File: src/common/io_defs.svh
// address map, reset values and field widths of the io fabric, included by the rtl and testbench
`ifndef IO_DEFS_SVH
`define IO_DEFS_SVH

// ~~~~~~~~~~~~~~~~~~~~~~~~~~~~~~~~~~~~~~~~~~~~~~~~~~~~~~~~~~~~
// bus widths
// ~~~~~~~~~~~~~~~~~~~~~~~~~~~~~~~~~~~~~~~~~~~~~~~~~~~~~~~~~~~~
`define IO_ADDR_W 32
`define IO_DATA_W 32
`define IO_STRB_W 4
`define MTIME_W 64
`define DIV_FIELD_W 16 // each half of a divider register
`define CPU_FREQ_W 16 // q8.8 mhz

// ~~~~~~~~~~~~~~~~~~~~~~~~~~~~~~~~~~~~~~~~~~~~~~~~~~~~~~~~~~~~
// address map
// ~~~~~~~~~~~~~~~~~~~~~~~~~~~~~~~~~~~~~~~~~~~~~~~~~~~~~~~~~~~~
`define IO_WIN_START 32'h1000_0000 // inclusive
`define IO_WIN_END 32'h1200_0000 // inclusive
`define DIV_ADDR0 32'h1000_000C
`define DIV_ADDR1 32'h1000_0010
`define CPU_FREQ_ADDR 32'h1000_0014
`define MEM_SIZE_ADDR 32'h1000_0018

// ~~~~~~~~~~~~~~~~~~~~~~~~~~~~~~~~~~~~~~~~~~~~~~~~~~~~~~~~~~~~
// reset values and constants
// ~~~~~~~~~~~~~~~~~~~~~~~~~~~~~~~~~~~~~~~~~~~~~~~~~~~~~~~~~~~~
`define SYSTEM_CLK_HZ 50_000_000

// whole mhz of the system clock in q8.8, 16'h3200 at 50 mhz
`define CPU_FREQ_RESET 16'((`SYSTEM_CLK_HZ / 1_000_000) * 256)
`define CPU_FREQ_MIN 16'h0100 // 1.0 mhz
`define MEM_SIZE 32'h0200_0000
`define DIV_RESET 32'd1

`endif

File: src/common/io_map_pkg.sv
// register map types of the io fabric, imported by the decode stage and the register blocks
`include "io_defs.svh"

package io_map_pkg;

  // ~~~~~~~~~~~~~~~~~~~~~~~~~~~~~~~~~~~~~~~~~~~~~~~~~~~~~~~~~~~~
  // register select, result of the address decode
  // ~~~~~~~~~~~~~~~~~~~~~~~~~~~~~~~~~~~~~~~~~~~~~~~~~~~~~~~~~~~~
  typedef enum logic [2:0] {
    SEL_NONE,
    SEL_DIV0,
    SEL_DIV1,
    SEL_CPU_FREQ,
    SEL_MEM_SIZE,
    SEL_UNMATCHED, // inside the window, no register
    SEL_FAULT // outside the window
  } reg_sel_t;

  // ~~~~~~~~~~~~~~~~~~~~~~~~~~~~~~~~~~~~~~~~~~~~~~~~~~~~~~~~~~~~
  // divider register layout
  // ~~~~~~~~~~~~~~~~~~~~~~~~~~~~~~~~~~~~~~~~~~~~~~~~~~~~~~~~~~~~
  // div0 carries the spi rate in hi_div and the uart rate in lo_div,
  // div1 carries the mtime divider in lo_div
  typedef struct packed {
    logic [`DIV_FIELD_W-1:0] hi_div;
    logic [`DIV_FIELD_W-1:0] lo_div;
  } div_reg_t;

endpackage

File: src/common/io_bus_pkg.sv
// bus request, decoded request and response structs, imported by every pipeline stage
`include "io_defs.svh"

package io_bus_pkg;

  import io_map_pkg::*;

  // ~~~~~~~~~~~~~~~~~~~~~~~~~~~~~~~~~~~~~~~~~~~~~~~~~~~~~~~~~~~~
  // master side
  // ~~~~~~~~~~~~~~~~~~~~~~~~~~~~~~~~~~~~~~~~~~~~~~~~~~~~~~~~~~~~
  typedef struct packed {
    logic valid; // held until ready
    logic [`IO_ADDR_W-1:0] addr;
    logic [`IO_STRB_W-1:0] wstrb; // any bit set means write
    logic [`IO_DATA_W-1:0] wdata;
  } bus_req_t;

  // ~~~~~~~~~~~~~~~~~~~~~~~~~~~~~~~~~~~~~~~~~~~~~~~~~~~~~~~~~~~~
  // between stages
  // ~~~~~~~~~~~~~~~~~~~~~~~~~~~~~~~~~~~~~~~~~~~~~~~~~~~~~~~~~~~~
  typedef struct packed {
    logic valid; // one cycle per accepted access
    logic is_write;
    reg_sel_t sel;
    logic [`IO_DATA_W-1:0] wdata;
  } dec_req_t;

  // response back to the master
  typedef struct packed {
    logic ready; // single cycle pulse
    logic fault; // access fault, data is zero
    logic [`IO_DATA_W-1:0] rdata;
  } bus_rsp_t;

endpackage

File: src/design/io_decode.sv
// decode stage of the io fabric: classifies the bus address and registers one access in flight
`timescale 1ns/1ps
`include "io_defs.svh"

module io_decode (
  input  logic                 clk,
  input  logic                 resetn,
  input  io_bus_pkg::bus_req_t bus_req_i,
  input  logic                 rsp_ready_i,
  output io_bus_pkg::dec_req_t dec_o
);

  import io_map_pkg::*;
  import io_bus_pkg::*;

  reg_sel_t sel;
  logic accept;
  logic busy_q; // access in flight, blocks the held request
  logic valid_q;
  logic is_write_q;
  reg_sel_t sel_q;
  logic [`IO_DATA_W-1:0] wdata_q;

  // ~~~~~~~~~~~~~~~~~~~~~~~~~~~~~~~~~~~~~~~~~~~~~~~~~~~~~~~~~~~~
  // address classification
  // ~~~~~~~~~~~~~~~~~~~~~~~~~~~~~~~~~~~~~~~~~~~~~~~~~~~~~~~~~~~~
  always_comb begin
    sel = SEL_NONE;
    if (bus_req_i.addr == `DIV_ADDR0) begin
      sel = SEL_DIV0;
    end else if (bus_req_i.addr == `DIV_ADDR1) begin
      sel = SEL_DIV1;
    end else if (bus_req_i.addr == `CPU_FREQ_ADDR) begin
      sel = SEL_CPU_FREQ;
    end else if (bus_req_i.addr == `MEM_SIZE_ADDR) begin
      sel = SEL_MEM_SIZE;
    end else if (bus_req_i.addr >= `IO_WIN_START && bus_req_i.addr <= `IO_WIN_END) begin
      sel = SEL_UNMATCHED;
    end else begin
      sel = SEL_FAULT;
    end
  end

  assign accept = bus_req_i.valid && !busy_q;

  always_ff @(posedge clk) begin
    if (!resetn) begin
      busy_q  <= 1'b0;
      valid_q <= 1'b0;
    end else begin
      valid_q <= accept;
      if (accept) begin
        busy_q <= 1'b1;
      end else if (rsp_ready_i) begin
        busy_q <= 1'b0; // master sees ready, may issue again
      end
    end
  end

  always_ff @(posedge clk) begin
    if (accept) begin
      is_write_q <= |bus_req_i.wstrb;
      sel_q      <= sel;
      wdata_q    <= bus_req_i.wdata;
    end
  end

  always_comb begin
    dec_o.valid    = valid_q;
    dec_o.is_write = is_write_q;
    dec_o.sel      = sel_q;
    dec_o.wdata    = wdata_q;
  end

endmodule

File: src/clock_div/clk_div_regs.sv
// clock divider register pair, written and read through the decoded io request
`timescale 1ns/1ps
`include "io_defs.svh"

module clk_div_regs (
  input  logic                     clk,
  input  logic                     resetn,
  input  io_bus_pkg::dec_req_t     dec_i,
  output logic [`IO_DATA_W-1:0]    rdata_o,
  output io_map_pkg::div_reg_t     div1_o
);

  import io_map_pkg::*;
  import io_bus_pkg::*;

  div_reg_t div0_q; // spi and uart rates
  div_reg_t div1_q; // lo_div feeds the mtime prescaler
  logic wr_div0;
  logic wr_div1;

  assign wr_div0 = dec_i.valid && dec_i.is_write && (dec_i.sel == SEL_DIV0);
  assign wr_div1 = dec_i.valid && dec_i.is_write && (dec_i.sel == SEL_DIV1);

  // full word write, strobes are not used
  always_ff @(posedge clk) begin
    if (!resetn) begin
      div0_q <= `DIV_RESET;
      div1_q <= `DIV_RESET;
    end else begin
      if (wr_div0) begin
        div0_q <= dec_i.wdata;
      end
      if (wr_div1) begin
        div1_q <= dec_i.wdata;
      end
    end
  end

  always_comb begin
    case (dec_i.sel)
      SEL_DIV0: rdata_o = div0_q;
      SEL_DIV1: rdata_o = div1_q;
      default:  rdata_o = '0;
    endcase
  end

  assign div1_o = div1_q;

endmodule

File: src/clock_div/mtime_prescaler.sv
// mtime source: divides the external microsecond counter by the divider 1 low field
`timescale 1ns/1ps
`include "io_defs.svh"

module mtime_prescaler (
  input  logic                      clk,
  input  logic                      resetn,
  input  logic [`MTIME_W-1:0]       timer_counter_i,
  input  logic [`DIV_FIELD_W-1:0]   mtime_div_i,
  output logic [`MTIME_W-1:0]       mtime_o
);

  logic [`MTIME_W-1:0] prev_q; // counter value at the last tick
  logic [`MTIME_W-1:0] mtime_div_q;
  logic [`MTIME_W-1:0] mtime_div_n;
  logic [`MTIME_W-1:0] mtime_q;
  logic [`DIV_FIELD_W-1:0] presc_q;
  logic [`DIV_FIELD_W-1:0] presc_n;
  logic [`DIV_FIELD_W-1:0] div_lat_q;
  logic [`DIV_FIELD_W-1:0] div_lat_n;
  logic [`DIV_FIELD_W-1:0] div_safe;
  logic tick;

  assign tick     = (timer_counter_i != prev_q);
  assign div_safe = (mtime_div_i == '0) ? `DIV_FIELD_W'(1) : mtime_div_i; // 0 acts as 1

  // ~~~~~~~~~~~~~~~~~~~~~~~~~~~~~~~~~~~~~~~~~~~~~~~~~~~~~~~~~~~~
  // tick counting, the divider is relatched only at a wrap
  // ~~~~~~~~~~~~~~~~~~~~~~~~~~~~~~~~~~~~~~~~~~~~~~~~~~~~~~~~~~~~
  always_comb begin
    presc_n     = presc_q;
    div_lat_n   = div_lat_q;
    mtime_div_n = mtime_div_q;
    if (tick) begin
      if (div_lat_q == `DIV_FIELD_W'(1)) begin
        presc_n   = '0;
        div_lat_n = div_safe;
      end else if (presc_q == div_lat_q - `DIV_FIELD_W'(1)) begin
        presc_n     = '0;
        mtime_div_n = mtime_div_q + `MTIME_W'(1);
        div_lat_n   = div_safe;
      end else begin
        presc_n = presc_q + `DIV_FIELD_W'(1);
      end
    end
  end

  always_ff @(posedge clk) begin
    if (!resetn) begin
      prev_q      <= '0;
      presc_q     <= '0;
      div_lat_q   <= `DIV_FIELD_W'(1);
      mtime_div_q <= '0;
      mtime_q     <= '0;
    end else begin
      if (tick) begin
        prev_q <= timer_counter_i;
      end
      presc_q     <= presc_n;
      div_lat_q   <= div_lat_n;
      mtime_div_q <= mtime_div_n;
      mtime_q     <= (div_lat_n == `DIV_FIELD_W'(1)) ? timer_counter_i : mtime_div_n;
    end
  end

  assign mtime_o = mtime_q;

endmodule

File: src/design/sysinfo_regs.sv
// system info registers: writable cpu frequency in q8.8 and a read-only memory size
`timescale 1ns/1ps
`include "io_defs.svh"

module sysinfo_regs (
  input  logic                   clk,
  input  logic                   resetn,
  input  io_bus_pkg::dec_req_t   dec_i,
  output logic [`IO_DATA_W-1:0]  rdata_o,
  output logic [`CPU_FREQ_W-1:0] cpu_freq_o
);

  import io_map_pkg::*;
  import io_bus_pkg::*;

  logic [`CPU_FREQ_W-1:0] cpu_freq_q;
  logic [`CPU_FREQ_W-1:0] wr_freq;
  logic wr_cpu_freq;

  assign wr_cpu_freq = dec_i.valid && dec_i.is_write && (dec_i.sel == SEL_CPU_FREQ);

  // clamp to at least 1.0 mhz
  assign wr_freq = (dec_i.wdata[`CPU_FREQ_W-1:0] < `CPU_FREQ_MIN) ?
                   `CPU_FREQ_MIN : dec_i.wdata[`CPU_FREQ_W-1:0];

  always_ff @(posedge clk) begin
    if (!resetn) begin
      cpu_freq_q <= `CPU_FREQ_RESET;
    end else if (wr_cpu_freq) begin
      cpu_freq_q <= wr_freq;
    end
  end

  // mem size writes land here too and just complete
  always_comb begin
    case (dec_i.sel)
      SEL_CPU_FREQ: rdata_o = {{(`IO_DATA_W - `CPU_FREQ_W){1'b0}}, cpu_freq_q};
      SEL_MEM_SIZE: rdata_o = `MEM_SIZE;
      default:      rdata_o = '0;
    endcase
  end

  assign cpu_freq_o = cpu_freq_q;

endmodule

File: src/design/io_response.sv
// response stage: merges register read data, builds zero and fault responses, registers the result
`timescale 1ns/1ps
`include "io_defs.svh"

module io_response (
  input  logic                  clk,
  input  logic                  resetn,
  input  io_bus_pkg::dec_req_t  dec_i,
  input  logic [`IO_DATA_W-1:0] div_rdata_i,
  input  logic [`IO_DATA_W-1:0] sys_rdata_i,
  output io_bus_pkg::bus_rsp_t  rsp_o
);

  import io_map_pkg::*;
  import io_bus_pkg::*;

  logic [`IO_DATA_W-1:0] rdata_mux;
  logic ready_q;
  logic fault_q;
  logic [`IO_DATA_W-1:0] rdata_q;

  // ~~~~~~~~~~~~~~~~~~~~~~~~~~~~~~~~~~~~~~~~~~~~~~~~~~~~~~~~~~~~
  // read data merge
  // ~~~~~~~~~~~~~~~~~~~~~~~~~~~~~~~~~~~~~~~~~~~~~~~~~~~~~~~~~~~~
  always_comb begin
    rdata_mux = '0; // unmatched, fault and none
    if (!dec_i.is_write) begin
      case (dec_i.sel)
        SEL_DIV0, SEL_DIV1:         rdata_mux = div_rdata_i;
        SEL_CPU_FREQ, SEL_MEM_SIZE: rdata_mux = sys_rdata_i;
        default:                    rdata_mux = '0;
      endcase
    end
  end

  always_ff @(posedge clk) begin
    if (!resetn) begin
      ready_q <= 1'b0;
      fault_q <= 1'b0;
    end else begin
      ready_q <= dec_i.valid; // one pulse per access
      fault_q <= dec_i.valid && (dec_i.sel == SEL_FAULT);
    end
  end

  always_ff @(posedge clk) begin
    rdata_q <= dec_i.valid ? rdata_mux : '0;
  end

  always_comb begin
    rsp_o.ready = ready_q;
    rsp_o.fault = fault_q;
    rsp_o.rdata = rdata_q;
  end

endmodule

File: src/design/io_fabric_top.sv
// top of the io fabric: decode, register access and response stages plus the mtime prescaler
`timescale 1ns/1ps
`include "io_defs.svh"

module io_fabric_top (
  input  logic                   clk,
  input  logic                   resetn,
  input  io_bus_pkg::bus_req_t   bus_req_i,
  output io_bus_pkg::bus_rsp_t   bus_rsp_o,
  input  logic [`MTIME_W-1:0]    timer_counter_i,
  output logic [`MTIME_W-1:0]    mtime_o,
  output logic [`CPU_FREQ_W-1:0] cpu_freq_q8_8_o
);

  import io_map_pkg::*;
  import io_bus_pkg::*;

  dec_req_t dec_q; // decoded access, valid one cycle
  logic [`IO_DATA_W-1:0] div_rdata;
  logic [`IO_DATA_W-1:0] sys_rdata;
  div_reg_t div1;

  // ~~~~~~~~~~~~~~~~~~~~~~~~~~~~~~~~~~~~~~~~~~~~~~~~~~~~~~~~~~~~
  // decode stage
  // ~~~~~~~~~~~~~~~~~~~~~~~~~~~~~~~~~~~~~~~~~~~~~~~~~~~~~~~~~~~~
  io_decode u_decode (
    .clk         (clk),
    .resetn      (resetn),
    .bus_req_i   (bus_req_i),
    .rsp_ready_i (bus_rsp_o.ready), // releases busy
    .dec_o       (dec_q)
  );

  // ~~~~~~~~~~~~~~~~~~~~~~~~~~~~~~~~~~~~~~~~~~~~~~~~~~~~~~~~~~~~
  // register access stage
  // ~~~~~~~~~~~~~~~~~~~~~~~~~~~~~~~~~~~~~~~~~~~~~~~~~~~~~~~~~~~~
  clk_div_regs u_clk_div (
    .clk     (clk),
    .resetn  (resetn),
    .dec_i   (dec_q),
    .rdata_o (div_rdata),
    .div1_o  (div1)
  );

  sysinfo_regs u_sysinfo (
    .clk        (clk),
    .resetn     (resetn),
    .dec_i      (dec_q),
    .rdata_o    (sys_rdata),
    .cpu_freq_o (cpu_freq_q8_8_o)
  );

  mtime_prescaler u_mtime (
    .clk             (clk),
    .resetn          (resetn),
    .timer_counter_i (timer_counter_i),
    .mtime_div_i     (div1.lo_div),
    .mtime_o         (mtime_o)
  );

  // ~~~~~~~~~~~~~~~~~~~~~~~~~~~~~~~~~~~~~~~~~~~~~~~~~~~~~~~~~~~~
  // response stage
  // ~~~~~~~~~~~~~~~~~~~~~~~~~~~~~~~~~~~~~~~~~~~~~~~~~~~~~~~~~~~~
  io_response u_response (
    .clk         (clk),
    .resetn      (resetn),
    .dec_i       (dec_q),
    .div_rdata_i (div_rdata),
    .sys_rdata_i (sys_rdata),
    .rsp_o       (bus_rsp_o)
  );

endmodule

File: config.mk
export PLATFORM = sky130hd
export DESIGN_NAME = io_fabric_top
export DESIGN_NICKNAME = d
export VERILOG_FILES = /design/src/common/io_map_pkg.sv /design/src/common/io_bus_pkg.sv /design/src/design/io_decode.sv /design/src/clock_div/clk_div_regs.sv /design/src/clock_div/mtime_prescaler.sv /design/src/design/sysinfo_regs.sv /design/src/design/io_response.sv /design/src/design/io_fabric_top.sv
export VERILOG_INCLUDE_DIRS = /design/src /design/src/common
export SDC_FILE = /design/constraint.sdc
export NUM_CORES = 1
export LEC_CHECK = 0
export BUFFER_PORTS_ARGS = -buffer_cell sky130_fd_sc_hd__buf_4
export CAP_MARGIN = 5
export CORE_MARGIN = 2
export CORE_UTILIZATION = 30
export CTS_CLUSTER_DIAMETER = 60
export CTS_CLUSTER_SIZE = 40
export DETAILED_ROUTE_END_ITERATION = 10
export GPL_ROUTABILITY_DRIVEN = 1
export PLACE_DENSITY_LB_ADDON = 0.25
export SLEW_MARGIN = 10
export SYNTH_ARGS = -nofsm -noshare
export SYNTH_HDL_FRONTEND = slang
export SYNTH_SLANG_ARGS = --single-unit
File: constraint.sdc
create_clock -name clk -period 6.42 [get_ports clk]
set_clock_uncertainty 0.2 [all_clocks]
set_input_delay 0.642 -clock clk [delete_from_list [all_inputs] [get_ports clk]]
set_output_delay 0.642 -clock clk [all_outputs]
set_load 0.05 [all_outputs]
==> results.py, run 1 <==
metrics = {
    "detailed_routing": {
        "routedWlPerCell_um": 18.8,
        "drtIter0Drc": 912,
        "ant_nets": 0,
        "vias": 13100,
        "drt-total-wl_um": 48900,
        "vias_per_cell": 5.03,
        "dr.pass1.iters": 5,
        "drcViolationCount": 0,
    },
    "critical_path": {
        "worstSetupPathType": "reg -> reg",
        "worstPathArrival_ns": 4.83,
        "endpoint_kind": "flop",
        "critical_path_required_ns": 6.68,
        "rrSetupSlack_ns": 1.85,
        "r2r.worst_path.cells": 9,
        "crit_path_start_kind": "flop",
        "cp_max_fo": 49,
    },
    "die": {
        "num_io_pins": 249,
        "die_x_um": 232,
        "placementRows": 83,
        "core_area_sq_um": 51500,
        "die_area_sq_um": 54000,
        "die_h_um": 232,
        "initial_core_util": 0.304,
    },
    "final_layout": {
        "n_antenna_cell": 0,
        "fill_cells": 5218,
        "nets": 2032,
        "drive_above_1_share": 0.204,
        "multi_input_area_sq_um": 7270,
        "post-route-util": 0.376,
        "ff_latch_area_sq_um": 7890,
        "syn_to_final_growth_pct": 23.8,
    },
    "power_and_ir_drop": {
        "p_int_mw": 3.76,
        "p_total_mw": 5.14,
        "power_density_nw_per_um2": 265,
        "leakagePower_nw": 6.99,
        "p_clk_frac": 0.436,
        "peakVddDrop_uv": 189,
        "power_switching_share": 0.268,
        "comb_power_share": 0.082,
        "power.switching_mw": 1.38,
        "p_seq_frac": 0.481,
    },
    "synth": {
        "synthCells": 1697,
        "synth_top_area_frac": 0.435,
        "synth_cell_type_count": 71,
        "ys_top_cells_by_count": "dfxtp_1 (340), nand2_1 (219), a21oi_1 (140), nor2_1 (93), xnor2_1 (93)",
        "synth-edff-count": 36,
        "async_flop_share": 0,
        "syn-num-nets": 1836,
        "ys_ff_latch": 376,
        "yosysTopAreaCell": "dfxtp_1",
        "syn_area_sq_um": 15700,
        "syn_area_per_cell_sq_um": 9.23,
        "synth_area_leaders": "dfxtp_1 (43%), edfxtp_1 (6.9%), nand2_1 (5.2%)",
        "ys_seq_area_frac": 0.504,
        "yosysWarnings": 0,
        "synthFlopType": "dfxtp_1",
        "synth_most_common_cell": "dfxtp_1",
    },
    "timing": {
        "final_max_slew_viol_count": 0,
        "tns_ns": 0,
        "rsz0062_at_grt": "no",
        "setup_viol": 0,
        "slew_headroom": 0.173,
        "period_minus_slack_ns": 4.57,
        "period_share": 0.712,
        "fmax_mhz": 219,
        "final-hold-violation-count": 0,
        "worst_pin_slew_ns": 1.23,
    },
    "clocking": {
        "clk_latency_ns": 0.56,
        "numCtsBuffers": 34,
        "root_buffer": "clkbuf_16",
        "hold_buffers": 0,
        "htreeDepth": 2,
        "cts_resized": 0,
        "cts_tree": "built",
        "cts_setup_buffers": 0,
        "path_clk_slew_ns": 0.08,
        "cts.sinks": 376,
        "clock_path_buffers": 3,
    },
    "outcome": {
        "outcome": "completed",
    },
    "hold_path": {
        "min_path_cells": 1,
        "hold_path.class": "in -> reg",
    },
    "job": {
        "drv_cap": 0,
    },
    "global_route": {
        "first_global_vias": 12600,
        "antenna_found_initial": 0,
        "grt_first_pass_wirelength_um": 74100,
        "grt_usage": 0.176,
        "grt_start_max_net_pins": 94,
        "grt_overflow": 0,
    },
    "place": {
        "placement.io_buffers": 248,
        "dp_hpwl_um": 34800,
        "place.gp.congestion": 0.862,
    },
}
[sequential cells by signal (all words and copies together) (netlist names)]
name / count
u_decode.busy_q: 1
u_mtime.prev_q: 64
u_decode.sel_q: 3
u_mtime.mtime_div_q: 64
u_mtime.mtime_o: 64
u_sysinfo.cpu_freq_o: 16
u_response.fault_q: 1
u_response.ready_q: 1
u_decode.wdata_q: 32
u_clk_div.div1_o: 32
u_clk_div.div0_q: 32
u_mtime.presc_q: 16
u_mtime.div_lat_q: 16
u_decode.is_write_q: 1
u_response.rdata_q: 32
u_decode.valid_q: 1
[critical path: stages (launching register included)]
cell and delay (ns):
dfxtp_1 0.41, or4_1 0.72, o31ai_1 0.45, o31ai_1 0.16
nor4_1 0.47, nand4_1 0.56, buf_4 0.48, a21oi_2 0.69
nand2_1 0.14, a21oi_1 0.17
[stage by stage]
step	hold WS (ns)	setup WS, ns	cells	instance area [sq um]
final	0.0630	1.85	2599	19400
after global routing	0.0307	1.44	2599	19400
after CTS	0.0293	1.52	2599	19400
after detailed placement	0.248	1.55	2537	18100
after global placement	0.239	1.57	2537	18100
after floorplan	0.217	3.03	1697	15700
[kinds of logic (layout without fill, tap and decap cells)]
logic type	Yosys count	count (layout)	share of synthesized area
AOI/OAI and AO/OA	400	400	0.163
adders and majority gates	4	4	0.00320
muxes	36	36	0.0252
DFF	376	376	0.504
and+or+nand+nor	635	635	0.209
buffers and inverters	135	357	0.0345
xor gates and xnor gates	111	111	0.0621
[final timing paths]
check                                           from                     to
worst max-delay path            u_mtime.div_lat_q[0]  u_mtime.div_lat_q[11]
worst min-delay path                    bus_req_i[5]    u_decode.wdata_q[5]
worst max register to register  u_mtime.div_lat_q[0]  u_mtime.div_lat_q[11]
worst min register to register  u_clk_div.div0_q[17]   u_clk_div.div0_q[17]
[cell usage in the layout, fill, tap and decap left out, types with 18 or more instances in the layout]
cell type and instances:
o21ai_1 43, nor2_1 93, a22oi_1 39, inv_1 25, dfxtp_1 340, and2_1 75
a21oi_1 140, o21ai_0 44, nand3_1 27, nor4_1 47, o31a_1 22, edfxtp_1 36
nand4_1 46, buf_4 269, o21a_1 49, nand2_1 219, clkbuf_16 37, mux2_2 27
xnor2_1 93, xor2_1 18, nor3_1 34
[power groups by stage]
| stage | logic (mW) | registers, mW | clock network [mW] |
|---|---|---|---|
| after floorplan | 0.146 | 2.61 | 0 |
| after global placement | 0.424 | 2.53 | 0 |
| after detailed placement | 0.426 | 2.53 | 0 |
| after CTS | 0.427 | 2.47 | 2.31 |
| after global routing | 0.450 | 2.48 | 2.40 |
| final | 0.424 | 2.47 | 2.24 |
[layout make-up]
| class | instances | area share |
|---|---|---|
| Sequential cell | 376 | 0.407 |
| Multi-Input combinational cell | 1186 | 0.375 |
| Timing Repair Buffer | 269 | 0.104 |
| Clock buffer | 37 | 0.0478 |
| Tap cell | 680 | 0.0439 |
| Clock inverter | 25 | 0.0171 |
| Inverter | 26 | 0.00516 |
[layer usage]
layer / up-vias / part of all wire / track usage
met2: 417 / 0.46 / 0.291
met4: 0 / 0.016 / 0.0390
met1: 6189 / 0.46 / 0.239
met5: - / 0 / 0
li1: 6429 / - / -
met3: 49 / 0.062 / 0.0319
Power figures use the tool's default switching activity.
==> run 2: changes to the inputs <==
==> constraint.sdc (replaced) <==
create_clock -name clk -period 4.1 [get_ports clk]
set_clock_uncertainty 0.2 [all_clocks]
set_input_delay 0.41 -clock clk [delete_from_list [all_inputs] [get_ports clk]]
set_output_delay 0.41 -clock clk [all_outputs]
set_load 0.05 [all_outputs]
==> run 2 against run 1 <==
Compared with the run above:
- maximum frequency is 21% higher
- via count grew 4.0%
- clock power up 56%
- largest power group unchanged
- largest cell class unchanged
==> results.py, run 2 (same netlist as run 1, synthesis figures left out) <==
metrics = {
    "outcome": {
        "outcome": "completed",
    },
    "final_layout": {
        "nets": 2155,
        "mostFrequentLayoutCells": "dfxtp_1 (340), buf_4 (284), nand2_1 (219), a21oi_1 (140), dlygate4sd3_1 (102)",
        "drive_above_1_share": 0.202,
        "post-route-util": 0.400,
        "fill_cells": 5109,
        "final_common_cell": "dfxtp_1",
        "syn_to_final_growth_pct": 31.6,
        "n_antenna_cell": 0,
    },
    "clocking": {
        "cts_tree": "built",
        "numCtsBuffers": 35,
        "clock_path_buffers": 3,
        "path_clk_slew_ns": 0.08,
        "cts.sinks": 376,
        "clk_latency_ns": 0.57,
        "htreeDepth": 2,
        "root_buffer": "clkbuf_16",
    },
    "global_route": {
        "antenna_found_initial": 0,
        "gr-usage-met1": 0.245,
        "grt_overflow": 0,
        "met3_usage": 0.0282,
        "grt_first_pass_wirelength_um": 75700,
        "grt_usage": 0.178,
        "grt-busiest-layer": "met2",
        "first_global_vias": 13200,
        "grt_start_max_net_pins": 89,
        "met2_usage": 0.283,
    },
    "critical_path": {
        "worstPathArrival_ns": 3.98,
        "cp_max_fo": 36,
        "crit_start": "u_mtime.div_lat_q[0]",
        "crit_chain": "or4_1 > o31ai_1 > o31ai_1 > nor4_1 > and4_1 > o21bai_2 > buf_4 > o21ai_0 > a21oi_1",
        "path_delay_family": "simple AND/OR/NAND/NOR gates",
        "rr_startpoint": "u_mtime.div_lat_q[0]",
        "endpoint_kind": "flop",
        "crit_path_start_kind": "flop",
        "path_buf_inv": 1,
        "critical_path.max_stage_delay_ns": 0.70,
        "worstSetupPathType": "reg -> reg",
        "critical_path_required_ns": 4.31,
        "crit_slowest_cell": "or4_1",
        "worst_path_most_repeated_cell": "o31ai_1",
    },
    "power_and_ir_drop": {
        "p_seq_frac": 0.477,
        "leakagePower_nw": 7.54,
        "power_density_nw_per_um2": 394,
        "p_clk_frac": 0.431,
        "power.switching_mw": 2.15,
        "comb_power_share": 0.093,
        "p_total_mw": 8.12,
        "p_int_mw": 5.97,
        "power_switching_share": 0.265,
        "peakVddDrop_uv": 282,
    },
    "detailed_routing": {
        "dr.pass1.iters": 7,
        "vias_per_cell": 5.00,
        "drtIter0Drc": 967,
        "routedWlPerCell_um": 18.1,
        "ant_nets": 0,
        "drt-total-wl_um": 49200,
        "drcViolationCount": 0,
        "vias": 13600,
    },
    "place": {
        "dp_hpwl_um": 34300,
        "place.gp.congestion": 0.870,
        "placement.io_buffers": 248,
        "pre_cts_slack_ns": -0.00530,
    },
    "timing": {
        "tns_ns": 0,
        "setup_viol": 0,
        "final-hold-violation-count": 0,
        "rsz0062_at_grt": "no",
        "fmax_mhz": 265,
        "slew_headroom": 0.268,
        "layout_setup_ws_ns": 0.323,
        "final_max_slew_viol_count": 0,
        "worst_pin_slew_ns": 1.10,
        "period_minus_slack_ns": 3.78,
        "period_share": 0.921,
    },
    "die": {
        "placementRows": 83,
        "die_h_um": 232,
        "die_x_um": 232,
        "initial_core_util": 0.304,
        "core_area_sq_um": 51500,
        "num_io_pins": 249,
        "die_area_sq_um": 54000,
    },
    "hold_path": {
        "hp-start": "bus_req_i[40]",
        "hold_path.class": "in -> reg",
    },
    "job": {
        "drv_cap": 0,
    },
}
run 2: cell types whose count changed in the layout (fill, tap and decap cells not counted), sizes merged:
cell / previous run / this run
dlygate4sd3: 0 / 102
buf: 269 / 289
clkinv: 11 / 14
clkinvlp: 3 / 0
bufinv: 1 / 2
inv: 36 / 37
run 2: final timing paths:
path         slack [ns]                   end  cells after the start
max reg2reg        0.32   u_mtime.mtime_o[14]                      9
max                0.32   u_mtime.mtime_o[14]                      9
min reg2reg        0.26  u_clk_div.div0_q[17]                      2
min                0.08     u_decode.sel_q[0]                      3
run 2: power by group through the flow:
stage | registers, mW | clock network [mW] | logic [mW]
6_report | 3.87 | 3.50 | 0.751
5_1_grt | 3.88 | 3.75 | 0.799
4_1_cts | 3.87 | 3.60 | 0.754
3_5_place_dp | 3.96 | 0 | 0.674
3_3_place_gp | 3.96 | 0 | 0.670
2_1_floorplan | 4.09 | 0 | 0.229
run 2: metal layers:
metal | share of wire | wire (um) | vias up
met4 | 0.028 | 1370 | 0
met1 | 0.47 | 23000 | 6428
met2 | 0.45 | 22200 | 437
met3 | 0.055 | 2690 | 80
li1 | - | - | 6662
met5 | 0 | 0 | -
run 2: metrics by stage:
step                      cells  cell area, sq um  hold slack, ns
final                      2723             20600          0.0786
after global routing       2723             20600           0.105
after CTS                  2722             20600          0.0577
after detailed placement   2556             18300           0.247
after global placement     2556             18300           0.239
after floorplan            1697             15700           0.217
run 2: timing repair:
action | in CTS | in global routing
gates resized for setup | 1 | 4
hold buffers | 102 | 0
setup endpoints to repair | 9 | 19
hold endpoints to repair | 149 | 0
pin swaps | 0 | 1
buffers inserted | 0 | 1
run 2: layout make-up:
class | count | area, sq um | share of cell area
Sequential cell | 376 | 7890 | 0.383
Multi-Input combinational cell | 1186 | 7280 | 0.353
Timing Repair Buffer | 391 | 3250 | 0.158
Clock buffer | 37 | 905 | 0.0439
Tap cell | 680 | 851 | 0.0413
Clock inverter | 27 | 328 | 0.0159
Inverter | 26 | 100 | 0.00486
run 2: worst register-to-register path, cell delays in order, from the launching register on:
cell,delay [ns]
dfxtp_1,0.39
or4_1,0.70
o31ai_1,0.37
o31ai_1,0.13
nor4_1,0.40
and4_1,0.61
o21bai_2,0.17
buf_4,0.28
o21ai_0,0.28
a21oi_1,0.10
==> run 3: changes to the inputs <==
--- a/config.mk
+++ b/config.mk
@@ -6,13 +6,13 @@
 export SDC_FILE = /design/constraint.sdc
 export NUM_CORES = 1
 export LEC_CHECK = 0
-export BUFFER_PORTS_ARGS = -buffer_cell sky130_fd_sc_hd__buf_4
 export CAP_MARGIN = 5
 export CORE_MARGIN = 2
 export CORE_UTILIZATION = 30
 export CTS_CLUSTER_DIAMETER = 60
 export CTS_CLUSTER_SIZE = 40
 export DETAILED_ROUTE_END_ITERATION = 10
+export DONT_BUFFER_PORTS = 1
 export GPL_ROUTABILITY_DRIVEN = 1
 export PLACE_DENSITY_LB_ADDON = 0.25
 export SLEW_MARGIN = 10
==> run 3 against run 2 <==
Compared with the run above:
- worst setup slack worse by 0.082 ns
- cell count down 8.9%
- die area did not move
- critical path depth down 1
- first-iteration DRC count is 0.41% higher
- critical endpoint is now u_mtime.mtime_o[53]
- largest power group unchanged
- highest routed layer unchanged
==> results.py, run 3 (same netlist as run 1, synthesis figures left out) <==
metrics = {
    "outcome": {
        "outcome": "completed",
    },
    "power_and_ir_drop": {
        "p_int_mw": 5.81,
        "peakVddDrop_uv": 307,
        "power_density_nw_per_um2": 423,
        "power.switching_mw": 2.17,
        "leakagePower_nw": 6.34,
        "p_seq_frac": 0.506,
        "p_clk_frac": 0.442,
        "comb_power_share": 0.052,
        "power_switching_share": 0.272,
    },
    "timing": {
        "period_share": 0.941,
        "worst_pin_slew_ns": 1.06,
        "fmax_mhz": 259,
        "setup_viol": 0,
        "whs_ns": 0.0368,
        "final_max_slew_viol_count": 0,
        "tns_ns": 0,
        "slew_headroom": 0.291,
        "final-hold-violation-count": 0,
        "rsz0062_at_grt": "no",
        "period_minus_slack_ns": 3.86,
    },
    "clocking": {
        "root_buffer": "clkbuf_16",
        "clk_latency_ns": 0.57,
        "htreeDepth": 2,
        "path_clk_slew_ns": 0.10,
        "cts.sinks": 376,
        "clock_path_buffers": 3,
        "numCtsBuffers": 34,
        "cts_tree": "built",
        "cts_setup_buffers": 0,
    },
    "detailed_routing": {
        "drcViolationCount": 0,
        "vias": 12700,
        "routedWlPerCell_um": 19.6,
        "ant_nets": 0,
        "vias_per_cell": 5.14,
        "dr.pass1.iters": 5,
        "drtIter0Drc": 971,
        "drt-total-wl_um": 48600,
    },
    "critical_path": {
        "path_delay_family": "simple AND/OR/NAND/NOR gates",
        "rr_startpoint": "u_mtime.div_lat_q[0]",
        "critical_path_required_ns": 4.37,
        "crit_chain": "or4_1 > o31ai_1 > o31ai_1 > nor4_1 > nand4_1 > buf_12 > or4_1 > a311oi_1",
        "worstPathArrival_ns": 4.13,
        "rrSetupSlack_ns": 0.24,
        "crit_path_start_kind": "flop",
        "r2r.worst_path.cells": 8,
        "r2r-end": "u_mtime.mtime_o[53]",
        "cp_max_fo": 71,
        "worstSetupPathType": "reg -> reg",
        "crit_slowest_cell": "or4_1",
        "endpoint_kind": "flop",
        "critical_path.max_stage_delay_ns": 0.70,
        "path_buf_inv": 1,
    },
    "final_layout": {
        "final_common_cell": "dfxtp_1",
        "syn_to_final_growth_pct": 20.4,
        "final_cell_area_sq_um": 18900,
        "n_antenna_cell": 0,
        "final_cells": 2482,
        "mostFrequentLayoutCells": "dfxtp_1 (340), nand2_1 (219), a21oi_1 (140), dlygate4sd3_1 (114)",
        "fill_cells": 5232,
        "post-route-util": 0.366,
        "nets": 1916,
        "drive_above_1_share": 0.0877,
    },
    "die": {
        "num_io_pins": 249,
        "die_area_sq_um": 54000,
        "core_area_sq_um": 51500,
        "die_x_um": 232,
        "initial_core_util": 0.304,
        "die_h_um": 232,
        "placementRows": 83,
    },
    "job": {
        "drv_cap": 0,
    },
    "global_route": {
        "grt_overflow": 0,
        "grt_first_pass_wirelength_um": 73500,
        "grt_start_max_net_pins": 118,
        "antenna_found_initial": 0,
        "grt_usage": 0.174,
        "first_global_vias": 12300,
    },
    "hold_path": {
        "hold_path.class": "in -> reg",
        "min_path_cells": 2,
        "hold_end": "u_mtime.mtime_div_q[42]",
        "hp-start": "resetn",
    },
    "place": {
        "placement.io_buffers": 0,
        "dp.cells": 2306,
        "place.gp.congestion": 0.865,
        "dp_hpwl_um": 33100,
        "place_area_sq_um": 16400,
    },
}
## run 3: changes by cell type in the layout (fill, tap and decap cells not counted), sizes merged
cell,before,now
clkinv,14,7
inv,37,41
clkinvlp,0,1
dlygate4sd3,102,114
clkbuf,37,38
buf,289,39
bufinv,2,0
## run 3: how the worst max path moves through the flow
stage | end | slack, ns | start | depth (start not counted)
after floorplan | u_mtime.mtime_o[48] | 0.71 | u_mtime.div_lat_q[5] | 12
after global routing | u_mtime.mtime_o[2] | 0.04 | u_mtime.div_lat_q[0] | 9
final | u_mtime.mtime_o[53] | 0.24 | u_mtime.div_lat_q[0] | 8
after detailed placement | u_mtime.mtime_o[53] | 0.27 | u_mtime.div_lat_q[0] | 9
after global placement | u_mtime.mtime_o[53] | 0.37 | u_mtime.div_lat_q[0] | 8
after CTS | u_mtime.mtime_o[53] | 0.25 | u_mtime.div_lat_q[0] | 9
## run 3: power by group through the flow
stage	Combinational, mW	Clock, mW	Sequential (mW)
floorplan	0.229	0	4.09
detailed placement	0.294	0	4.12
CTS	0.415	3.63	4.04
global placement	0.290	0	4.13
finish	0.414	3.53	4.04
global route	0.445	3.76	4.05
## run 3: cell type report
| class | count | area [sq um] | share of cell area |
|---|---|---|---|
| well taps | 680 | 851 | 0.0451 |
| clock inverters | 23 | 313 | 0.0166 |
| clock buffers | 38 | 940 | 0.0498 |
| multi-input cells | 1186 | 7260 | 0.385 |
| flip-flops and latches | 376 | 7890 | 0.418 |
| inverters | 26 | 100 | 0.00531 |
| repair buffers | 153 | 1500 | 0.0798 |
## run 3: per-stage QoR
stage / worst slack, ns / power (mW)
after global placement: 0.366 / 4.42
after global routing: 0.0403 / 8.25
after floorplan: 0.712 / 4.32
after detailed placement: 0.265 / 4.42
after CTS: 0.253 / 8.09
final: 0.241 / 7.98
## run 3: what timing repair did
item / CTS / global route
gates resized for setup: 0 / 1
endpoints found under the hold margin: 216 / 0
endpoints found under the setup margin: 0 / 14
hold buffers: 115 / 0
## run 3: layer usage
layer | wire [um] | track usage | up-vias
met5 | 0 | 0 | -
met4 | 1010 | 0.0466 | 0
met3 | 4280 | 0.0483 | 61
met2 | 22200 | 0.281 | 430
met1 | 21200 | 0.228 | 6058
li1 | - | - | 6200
